## src/include/blk_cipher_params.svh

```systemverilog
`ifndef BLK_CIPHER_PARAMS_SVH
`define BLK_CIPHER_PARAMS_SVH

// Bus and block geometry
`define BUS_W         32
`define BLK_W         128
`define WORDS_PER_BLK 4

// Keyed permutation
`define NUM_ROUNDS    4
`define ROUND_CONST   128'h9e3779b9_7f4a7c15_f39cc060_5cedc834

// Buffering, in blocks
`define IN_FIFO_DEPTH  2
`define OUT_FIFO_DEPTH 4

`endif

```

## src/hw/blk_cipher_pkg.sv

```systemverilog
`include "blk_cipher_params.svh"

package blk_cipher_pkg;

	// Mode field, bits 1:0 of the command word
	typedef enum logic [1:0] {
		mode_ecb = 2'd0,
		mode_cbc = 2'd1,
		mode_ctr = 2'd2
	} mode_op_e;

	typedef struct packed {
		mode_op_e mode;
		logic     decrypt;
	} cmd_t;

	// One block with its end of message tag
	typedef struct packed {
		logic [`BLK_W-1:0] data;
		logic              last;
	} blk_t;

	typedef enum logic [2:0] {
		ctl_cmd,
		ctl_key,
		ctl_iv,
		ctl_run,
		ctl_wait,
		ctl_flush
	} ctl_state_e;

endpackage

```

## src/hw/bus_block_packer.sv

```systemverilog
`timescale 1ns/1ps
`include "blk_cipher_params.svh"

module bus_block_packer (
	input  logic                 clk,
	input  logic                 reset,
	input  logic [`BUS_W-1:0]    in_data,
	input  logic                 in_wren,
	input  logic                 in_last,
	output logic                 in_busy,
	output blk_cipher_pkg::blk_t in_blk,
	output blk_cipher_pkg::cmd_t in_cmd,
	output logic                 in_avail,
	input  logic                 in_take
);
	import blk_cipher_pkg::*;

	localparam int DEPTH = `IN_FIFO_DEPTH;
	localparam int PTR_W = $clog2(DEPTH);
	localparam int CNT_W = $clog2(DEPTH + 1);
	localparam int IDX_W = $clog2(`WORDS_PER_BLK);

	logic                     expect_cmd;
	logic [IDX_W-1:0]         word_cnt;
	logic [`BLK_W-`BUS_W-1:0] partial;
	logic                     push;

	blk_t                     fifo_mem [DEPTH];
	logic [PTR_W-1:0]         wr_ptr;
	logic [PTR_W-1:0]         rd_ptr;
	logic [CNT_W-1:0]         count;

	// Fourth data word of a block completes it
	assign push = in_wren && !expect_cmd && (word_cnt == IDX_W'(`WORDS_PER_BLK - 1));

	always_ff @(posedge clk) begin
		if (reset) begin
			expect_cmd <= 1'b1;
			word_cnt   <= '0;
		end else if (in_wren) begin
			if (expect_cmd) begin
				expect_cmd <= 1'b0;
			end else begin
				word_cnt <= word_cnt + 1'b1;
				if (push && in_last)
					expect_cmd <= 1'b1;
			end
		end
	end

	always_ff @(posedge clk) begin
		if (in_wren && expect_cmd)
			in_cmd <= '{mode: mode_op_e'(in_data[1:0]), decrypt: in_data[4]};
		if (in_wren && !expect_cmd)
			partial <= {partial[`BLK_W-2*`BUS_W-1:0], in_data};
		if (push)
			fifo_mem[wr_ptr] <= '{data: {partial, in_data}, last: in_last};
	end

	// ========================================
	// Block FIFO

	always_ff @(posedge clk) begin
		if (reset) begin
			wr_ptr <= '0;
			rd_ptr <= '0;
			count  <= '0;
		end else begin
			if (push)
				wr_ptr <= wr_ptr + 1'b1;
			if (in_take)
				rd_ptr <= rd_ptr + 1'b1;
			count <= count + CNT_W'(push) - CNT_W'(in_take);
		end
	end

	assign in_blk   = fifo_mem[rd_ptr];
	assign in_avail = (count != '0);
	assign in_busy  = (count == CNT_W'(DEPTH));

endmodule

```

## src/hw/cipher_core.sv

```systemverilog
`timescale 1ns/1ps
`include "blk_cipher_params.svh"

module cipher_core (
	input  logic              clk,
	input  logic              reset,
	input  logic              start,
	input  logic              decrypt,
	input  logic [`BLK_W-1:0] key,
	input  logic [`BLK_W-1:0] blk_in,
	output logic              done,
	output logic [`BLK_W-1:0] blk_out
);

	localparam int RND_W = $clog2(`NUM_ROUNDS);
	localparam logic [`BLK_W-1:0] RC = `ROUND_CONST;

	logic              busy;
	logic [RND_W-1:0]  rnd;
	logic              dec_r;
	logic [`BLK_W-1:0] key_r;
	logic [`BLK_W-1:0] state_r;

	logic [RND_W-1:0]  rnd_now;
	logic [RND_W-1:0]  rk_idx;
	logic              dec_now;
	logic [`BLK_W-1:0] key_now;
	logic [`BLK_W-1:0] x_now;
	logic [`BLK_W-1:0] rk;
	logic [`BLK_W-1:0] mix;
	logic [`BLK_W-1:0] y;

	// Round key r is the key rotated left by r words
	function automatic logic [`BLK_W-1:0] rotl_words(input logic [`BLK_W-1:0] k,
			input logic [RND_W-1:0] r);
		logic [2*`BLK_W-1:0] dbl;
		dbl = {k, k} << (r * `BUS_W);
		return dbl[2*`BLK_W-1:`BLK_W];
	endfunction

	// First round works straight from the start inputs
	always_comb begin
		rnd_now = start ? '0 : rnd;
		dec_now = start ? decrypt : dec_r;
		key_now = start ? key : key_r;
		x_now   = start ? blk_in : state_r;
		rk_idx  = dec_now ? RND_W'(`NUM_ROUNDS - 1) - rnd_now : rnd_now;
		rk      = rotl_words(key_now, rk_idx);
		if (dec_now) begin
			mix = x_now - RC;
			mix = {mix[7:0], mix[`BLK_W-1:8]};
			y   = mix ^ rk;
		end else begin
			mix = x_now ^ rk;
			mix = {mix[`BLK_W-9:0], mix[`BLK_W-1:`BLK_W-8]};
			y   = mix + RC;
		end
	end

	always_ff @(posedge clk) begin
		if (start || busy) begin
			state_r <= y;
			key_r   <= key_now;
			dec_r   <= dec_now;
		end
	end

	always_ff @(posedge clk) begin
		if (reset) begin
			busy <= 1'b0;
			rnd  <= '0;
			done <= 1'b0;
		end else begin
			done <= 1'b0;
			if (start || busy) begin
				if (rnd_now == RND_W'(`NUM_ROUNDS - 1)) begin
					busy <= 1'b0;
					rnd  <= '0;
					done <= 1'b1;
				end else begin
					busy <= 1'b1;
					rnd  <= rnd_now + 1'b1;
				end
			end
		end
	end

	assign blk_out = state_r;

endmodule

```

## src/hw/mode_controller.sv

```systemverilog
`timescale 1ns/1ps
`include "blk_cipher_params.svh"

module mode_controller (
	input  logic                 clk,
	input  logic                 reset,
	input  blk_cipher_pkg::blk_t in_blk,
	input  blk_cipher_pkg::cmd_t in_cmd,
	input  logic                 in_avail,
	output logic                 in_take,
	output logic                 core_start,
	output logic                 core_decrypt,
	output logic [`BLK_W-1:0]    core_key,
	output logic [`BLK_W-1:0]    core_blk,
	input  logic                 core_done,
	input  logic [`BLK_W-1:0]    core_out,
	output blk_cipher_pkg::blk_t res_blk,
	output logic                 res_wr,
	input  logic                 res_room
);
	import blk_cipher_pkg::*;

	ctl_state_e        state;
	cmd_t              cmd_r;
	logic [`BLK_W-1:0] key_r;
	logic [`BLK_W-1:0] iv_r;
	logic [`BLK_W-1:0] saved_r;
	logic              last_r;

	logic              take_key;
	logic              take_iv;
	logic              take_data;
	logic              finish;
	logic [`BLK_W-1:0] pre_blk;
	logic [`BLK_W-1:0] post_data;
	logic [`BLK_W-1:0] iv_next;

	assign take_key  = (state == ctl_key) && in_avail;
	assign take_iv   = (state == ctl_iv) && in_avail;
	// Start only with an output entry free for the result
	assign take_data = (state == ctl_run) && in_avail && res_room;
	assign finish    = (state == ctl_wait) && core_done;
	assign in_take   = take_key || take_iv || take_data;

	// CTR always runs the core forward
	assign core_decrypt = cmd_r.decrypt && (cmd_r.mode != mode_ctr);
	assign core_key     = key_r;

	// ========================================
	// Chaining around the core

	always_comb begin
		pre_blk   = in_blk.data;
		post_data = core_out;
		iv_next   = iv_r;
		case (cmd_r.mode)
			mode_cbc: begin
				if (cmd_r.decrypt) begin
					post_data = core_out ^ iv_r;
					iv_next   = saved_r;
				end else begin
					pre_blk = in_blk.data ^ iv_r;
					iv_next = core_out;
				end
			end
			mode_ctr: begin
				pre_blk   = iv_r;
				post_data = saved_r ^ core_out;
				iv_next   = iv_r + 1'b1;
			end
			default: ;
		endcase
	end

	// ========================================
	// Sequencing

	always_ff @(posedge clk) begin
		if (reset) begin
			state      <= ctl_cmd;
			core_start <= 1'b0;
			res_wr     <= 1'b0;
			last_r     <= 1'b0;
		end else begin
			core_start <= 1'b0;
			res_wr     <= 1'b0;
			case (state)
				ctl_cmd:
					if (in_avail)
						state <= ctl_key;
				ctl_key:
					if (take_key)
						state <= (cmd_r.mode == mode_ecb) ? ctl_run : ctl_iv;
				ctl_iv:
					if (take_iv)
						state <= ctl_run;
				ctl_run:
					if (take_data) begin
						core_start <= 1'b1;
						last_r     <= in_blk.last;
						state      <= ctl_wait;
					end
				ctl_wait:
					if (finish) begin
						res_wr <= 1'b1;
						state  <= last_r ? ctl_flush : ctl_run;
					end
				// Last result goes out this cycle
				ctl_flush:
					state <= ctl_cmd;
				default:
					state <= ctl_cmd;
			endcase
		end
	end

	always_ff @(posedge clk) begin
		// Key block is at the head, so the command is already captured
		if ((state == ctl_cmd) && in_avail)
			cmd_r <= in_cmd;
		if (take_key)
			key_r <= in_blk.data;
		if (take_iv)
			iv_r <= in_blk.data;
		else if (finish)
			iv_r <= iv_next;
		if (take_data) begin
			core_blk <= pre_blk;
			saved_r  <= in_blk.data;
		end
		if (finish)
			res_blk <= '{data: post_data, last: last_r};
	end

endmodule

```

## src/hw/block_serializer.sv

```systemverilog
`timescale 1ns/1ps
`include "blk_cipher_params.svh"

module block_serializer (
	input  logic                 clk,
	input  logic                 reset,
	input  blk_cipher_pkg::blk_t res_blk,
	input  logic                 res_wr,
	output logic                 res_room,
	output logic [`BUS_W-1:0]    out_data,
	output logic                 out_valid,
	output logic                 out_last,
	input  logic                 out_ready
);
	import blk_cipher_pkg::*;

	localparam int DEPTH = `OUT_FIFO_DEPTH;
	localparam int PTR_W = $clog2(DEPTH);
	localparam int CNT_W = $clog2(DEPTH + 1);
	localparam int IDX_W = $clog2(`WORDS_PER_BLK);

	blk_t             fifo_mem [DEPTH];
	logic [PTR_W-1:0] wr_ptr;
	logic [PTR_W-1:0] rd_ptr;
	logic [CNT_W-1:0] count;
	logic [CNT_W-1:0] used;
	logic [IDX_W-1:0] word_idx;
	blk_t             head;
	logic             xfer;
	logic             pop;

	always_ff @(posedge clk) begin
		if (res_wr)
			fifo_mem[wr_ptr] <= res_blk;
	end

	// Pending write counts as used
	assign used     = count + CNT_W'(res_wr);
	assign res_room = (used < CNT_W'(DEPTH));

	assign head      = fifo_mem[rd_ptr];
	assign out_valid = (count != '0);
	assign out_data  = head.data[`BLK_W-1 - word_idx*`BUS_W -: `BUS_W];
	assign out_last  = out_valid && head.last
		&& (word_idx == IDX_W'(`WORDS_PER_BLK - 1));

	assign xfer = out_valid && out_ready;
	assign pop  = xfer && (word_idx == IDX_W'(`WORDS_PER_BLK - 1));

	always_ff @(posedge clk) begin
		if (reset) begin
			wr_ptr   <= '0;
			rd_ptr   <= '0;
			count    <= '0;
			word_idx <= '0;
		end else begin
			if (res_wr)
				wr_ptr <= wr_ptr + 1'b1;
			if (pop)
				rd_ptr <= rd_ptr + 1'b1;
			// Index wraps to the next block on the fourth word
			if (xfer)
				word_idx <= word_idx + 1'b1;
			count <= count + CNT_W'(res_wr) - CNT_W'(pop);
		end
	end

endmodule

```

## src/hw/blk_cipher_top.sv

```systemverilog
`timescale 1ns/1ps
`include "blk_cipher_params.svh"

module blk_cipher_top (
	input  logic              clk,
	input  logic              reset,
	input  logic [`BUS_W-1:0] in_data,
	input  logic              in_wren,
	input  logic              in_last,
	output logic              in_busy,
	output logic [`BUS_W-1:0] out_data,
	output logic              out_valid,
	output logic              out_last,
	input  logic              out_ready
);
	import blk_cipher_pkg::*;

	blk_t              in_blk;
	cmd_t              in_cmd;
	logic              in_avail;
	logic              in_take;
	logic              core_start;
	logic              core_decrypt;
	logic [`BLK_W-1:0] core_key;
	logic [`BLK_W-1:0] core_blk;
	logic              core_done;
	logic [`BLK_W-1:0] core_out;
	blk_t              res_blk;
	logic              res_wr;
	logic              res_room;

	// ========================================
	// Input side and controller

	bus_block_packer u_packer (
		.clk      (clk),
		.reset    (reset),
		.in_data  (in_data),
		.in_wren  (in_wren),
		.in_last  (in_last),
		.in_busy  (in_busy),
		.in_blk   (in_blk),
		.in_cmd   (in_cmd),
		.in_avail (in_avail),
		.in_take  (in_take)
	);

	mode_controller u_ctl (
		.clk          (clk),
		.reset        (reset),
		.in_blk       (in_blk),
		.in_cmd       (in_cmd),
		.in_avail     (in_avail),
		.in_take      (in_take),
		.core_start   (core_start),
		.core_decrypt (core_decrypt),
		.core_key     (core_key),
		.core_blk     (core_blk),
		.core_done    (core_done),
		.core_out     (core_out),
		.res_blk      (res_blk),
		.res_wr       (res_wr),
		.res_room     (res_room)
	);

	cipher_core u_core (
		.clk     (clk),
		.reset   (reset),
		.start   (core_start),
		.decrypt (core_decrypt),
		.key     (core_key),
		.blk_in  (core_blk),
		.done    (core_done),
		.blk_out (core_out)
	);

	// ========================================
	// Output side

	block_serializer u_ser (
		.clk       (clk),
		.reset     (reset),
		.res_blk   (res_blk),
		.res_wr    (res_wr),
		.res_room  (res_room),
		.out_data  (out_data),
		.out_valid (out_valid),
		.out_last  (out_last),
		.out_ready (out_ready)
	);

endmodule

```

## config.mk

```make
export PLATFORM = sky130hd
export DESIGN_NAME = blk_cipher_top
export DESIGN_NICKNAME = d
export VERILOG_FILES = /design/src/hw/blk_cipher_pkg.sv /design/src/hw/bus_block_packer.sv /design/src/hw/cipher_core.sv /design/src/hw/mode_controller.sv /design/src/hw/block_serializer.sv /design/src/hw/blk_cipher_top.sv
export VERILOG_INCLUDE_DIRS = /design/src /design/src/include
export SDC_FILE = /design/constraint.sdc
export NUM_CORES = 2
export LEC_CHECK = 0
export ABC_CLOCK_PERIOD_IN_PS = 13400
export BUFFER_PORTS_ARGS = -buffer_cell sky130_fd_sc_hd__buf_4
export CAP_MARGIN = 15
export CORE_MARGIN = 2
export CORE_UTILIZATION = 31
export DETAILED_ROUTE_END_ITERATION = 16
export PLACE_DENSITY_LB_ADDON = 0.2
export SLEW_MARGIN = 20
export SYNTH_ARGS = -nofsm -noshare
export SYNTH_HDL_FRONTEND = slang
export SYNTH_HIERARCHICAL = 1
export SYNTH_SLANG_ARGS = --single-unit
export TNS_END_PERCENT = 100
```

## constraint.sdc

```tcl
create_clock -name clk -period 13.4 [get_ports clk]
set_input_delay 1.34 -clock clk [delete_from_list [all_inputs] [get_ports clk]]
set_output_delay 1.34 -clock clk [all_outputs]
set_load 0.05 [all_outputs]
```

==> run metrics <==
wire length on met2 210 mm; Cells after Synth 8569; top post-synthesis cells by count edfxtp_1, nand2_1, o21ai_0; Tcrit/Tclk final 66.1%; Longest Clk Path Bufs 4; vias in the first global route 72.0k; DRC 0; yosys warns 6; initial core utilization 31.1%; max-slew violations 0; most common cell in the netlist edfxtp_1; Routed WL 475 mm; Post-DP Area 107000 um2; CTS sink cnt 1803; FF/Latch Area 53900 um2; number of synthesized flops with an enable pin 1774; power density over the cells 107 nW/um2; Synth async-reset ratio 0%; Post-CTS Setup Inserts 0; I/O Buffers 71; pin count of the biggest net entering global routing 159; Die Y 574 um; Seq/Total Area, Yosys 53.4%; GR Util All Layers 27.9%; share of cells above drive strength 1 15.8%; Vias 77.4k; final core occ 35.2%; CP Cell Sequence inv_1, ha_4, nor2b_4, buf_12, nand2b_1, o21ai_4, buf_12, mux2i_1, xnor2_1, o21ai_0, nand4b_1, or2_2, nor3_2, nand4_1, o211ai_2, a31oi_2, o21ai_2, nor3_1, a311o_1; Cell variety after synth 109; post-synth net total 8623; Final ANT Viol Nets 0; Reg clk slew, reported paths 0.06 ns; CTS tree done; Ports 72; CP endpoint kind flop; Post-layout nets 8577; 1st-pass router iterations 8; worst-skew pair later-pin latency 0.91 ns; Mapped Area 101000 um2; H-tree depth 4; final hold vios 0; die area 330000 um2; leakage power 37.4 nW; Die X 574 um; dpl cells 12.6k; cts hold-fix bufs 0; met1 wire length 200 mm; outcome complete, no violations; core area 324000 um2; wire length per cell 36.4 um; Critical Path Source Type flop; first-pass GRT wire length 634 mm; Least-Margin Pin Slew 1.27 ns; met3 wire length 42.2 mm; design area 114000 um2; clk_skew 0.0815 ns; DR iter-0 viols 11.2k; HPWL Detailed 360 mm; total grt overflow 0; Crit Path Class flop to flop; Placement Rows 209; fmax 113 MHz; Synth top area share 52.8%; critical path arrival 9.50 ns; CP max stage delay 0.94 ns; Fillers 31.8k; min cycle time layout 8.86 ns; Worst Path Max Fanout 105; Crit-path slowest cell o21ai_0; Setup TNS Final 0 ns; DR vias/cell 5.93; most frequent CP cell buf_12; worst endpoint required time 14.04 ns; FF+latch count, synth 1803; max-cap viol count 0; CTS buffer count 211; RSZ-0062 raised after global routing false; area grow syn2layout 12.9%; Avg Synthesized Cell Area 11.8 um2; multi-input logic area 43900 um2; GPL Wtd Cong 1.00; top cell type by total area after synthesis edfxtp_1; initial antenna violation count 73; Worst IR Drop VDD 0.000105 V; top_reg_cell synth edfxtp_1; post_cts resized 0; Min-Delay Path Class flop to flop; DR top layer met5; setup violators final 0; non-filler cells, final 13.1k; Slew Limit Headroom 15.3%; Synth area leaders edfxtp_1, mux2i_1, mux2_2, xnor2_1, mux4_2; clock root buffer clkbuf_16
critical path, delay by kind of cell, from the launching register on:
| family | cells | cell delay [ns] |
|---|---|---|
| compound gates | 6 | 2.91 |
| xor+xnor | 1 | 0.21 |
| fa+ha+maj | 1 | 0.24 |
| buf+inv | 3 | 0.89 |
| flops | 1 | 0.44 |
| mux | 1 | 0.90 |
| simple gates | 7 | 2.62 |
routing by layer:
metal,global-route usage [%],up-vias
met1,37.5,39984
met4,11.7,22
li1,-,32475
met5,0,-
met2,42.9,4122
met3,6.46,795
path summary, 6_finish.rpt:
| path | startpoint | end | slack, ns | cells after the start |
|---|---|---|---|---|
| setup / recovery | u_ctl/cmd_r[1] | u_core/blk_out[127] | 4.54 | 19 |
| hold / removal | u_packer/in_cmd[1] | u_ctl/cmd_r[1] | 0.42 | 0 |
| setup reg to reg | u_ctl/cmd_r[1] | u_core/blk_out[127] | 4.54 | 19 |
| hold reg to reg | u_packer/in_cmd[1] | u_ctl/cmd_r[1] | 0.42 | 0 |
layout make-up:
type / count / share of cell area [%]
clock inverter: 137 / 1.41
antenna: 44 / 0.0966
sequential: 1803 / 47.3
clock buffer: 240 / 4.79
inverter: 316 / 1.07
timing repair buffer: 277 / 2.08
multi-input combinational: 5914 / 38.5
tap: 4325 / 4.75
power breakdown:
group          switching, W  leakage (nW)  internal, W
clock               0.00248          3.44      0.00354
combinational     0.0000272          17.7    0.0000126
sequential        0.0000119          16.2      0.00613
cell usage in the layout, fill, tap and decap left out, types with 33 or more instances in the layout:
| cell type | n |
|---|---|
| nor3_1 | 242 |
| clkbuf_16 | 213 |
| nand4_1 | 69 |
| mux2i_1 | 571 |
| clkinv_2 | 41 |
| o221ai_1 | 110 |
| and2_1 | 38 |
| nor2b_1 | 86 |
| nand2_1 | 797 |
| inv_1 | 309 |
| a22oi_1 | 76 |
| o22ai_1 | 88 |
| a31oi_1 | 52 |
| xnor2_1 | 500 |
| buf_4 | 253 |
| o211ai_1 | 33 |
| mux2_2 | 413 |
| nor2_1 | 377 |
| mux4_2 | 193 |
| diode_2 | 44 |
| nor4_1 | 46 |
| and3_1 | 48 |
| xor2_1 | 184 |
| a32o_1 | 137 |
| nand3_1 | 128 |
| o21ai_0 | 636 |
| edfxtp_1 | 1774 |
| a211oi_1 | 35 |
| a21oi_1 | 502 |
| clkinv_1 | 38 |
metrics by stage:
| stage | power, W | setup slack (ns) | hold slack (ns) |
|---|---|---|---|
| after floorplan | 0.00627 | 1.80 | 0.400 |
| after global placement | 0.00630 | 4.95 | 0.423 |
| after detailed placement | 0.00630 | 4.93 | 0.405 |
| after CTS | 0.0123 | 4.90 | 0.419 |
| after global routing | 0.0125 | 4.62 | 0.428 |
| final | 0.0122 | 4.54 | 0.420 |
registers in the layout (all words and copies together) (netlist names), 96 cells and up, named ones only:
| name | count |
|---|---|
| u_ctl/core_blk | 128 |
| u_ctl/iv_r | 128 |
| u_packer/partial | 96 |
| u_ctl/core_key | 128 |
| u_core/key_r | 128 |
| u_packer/fifo_mem | 258 |
| u_core/blk_out | 128 |
| u_ser/fifo_mem | 516 |
| u_ctl/res_blk | 129 |
| u_ctl/saved_r | 128 |
cell families after synthesis:
logic type	synth area share (%)
AOI/OAI and AO/OA	12.2
xor gates and xnor gates	6.14
adders and majority gates	0.211
buffers and inverters	3.65
DFF	53.4
muxes	14.7
and+or+nand+nor	9.79
Note: power is estimated with default switching activity, not from simulation.
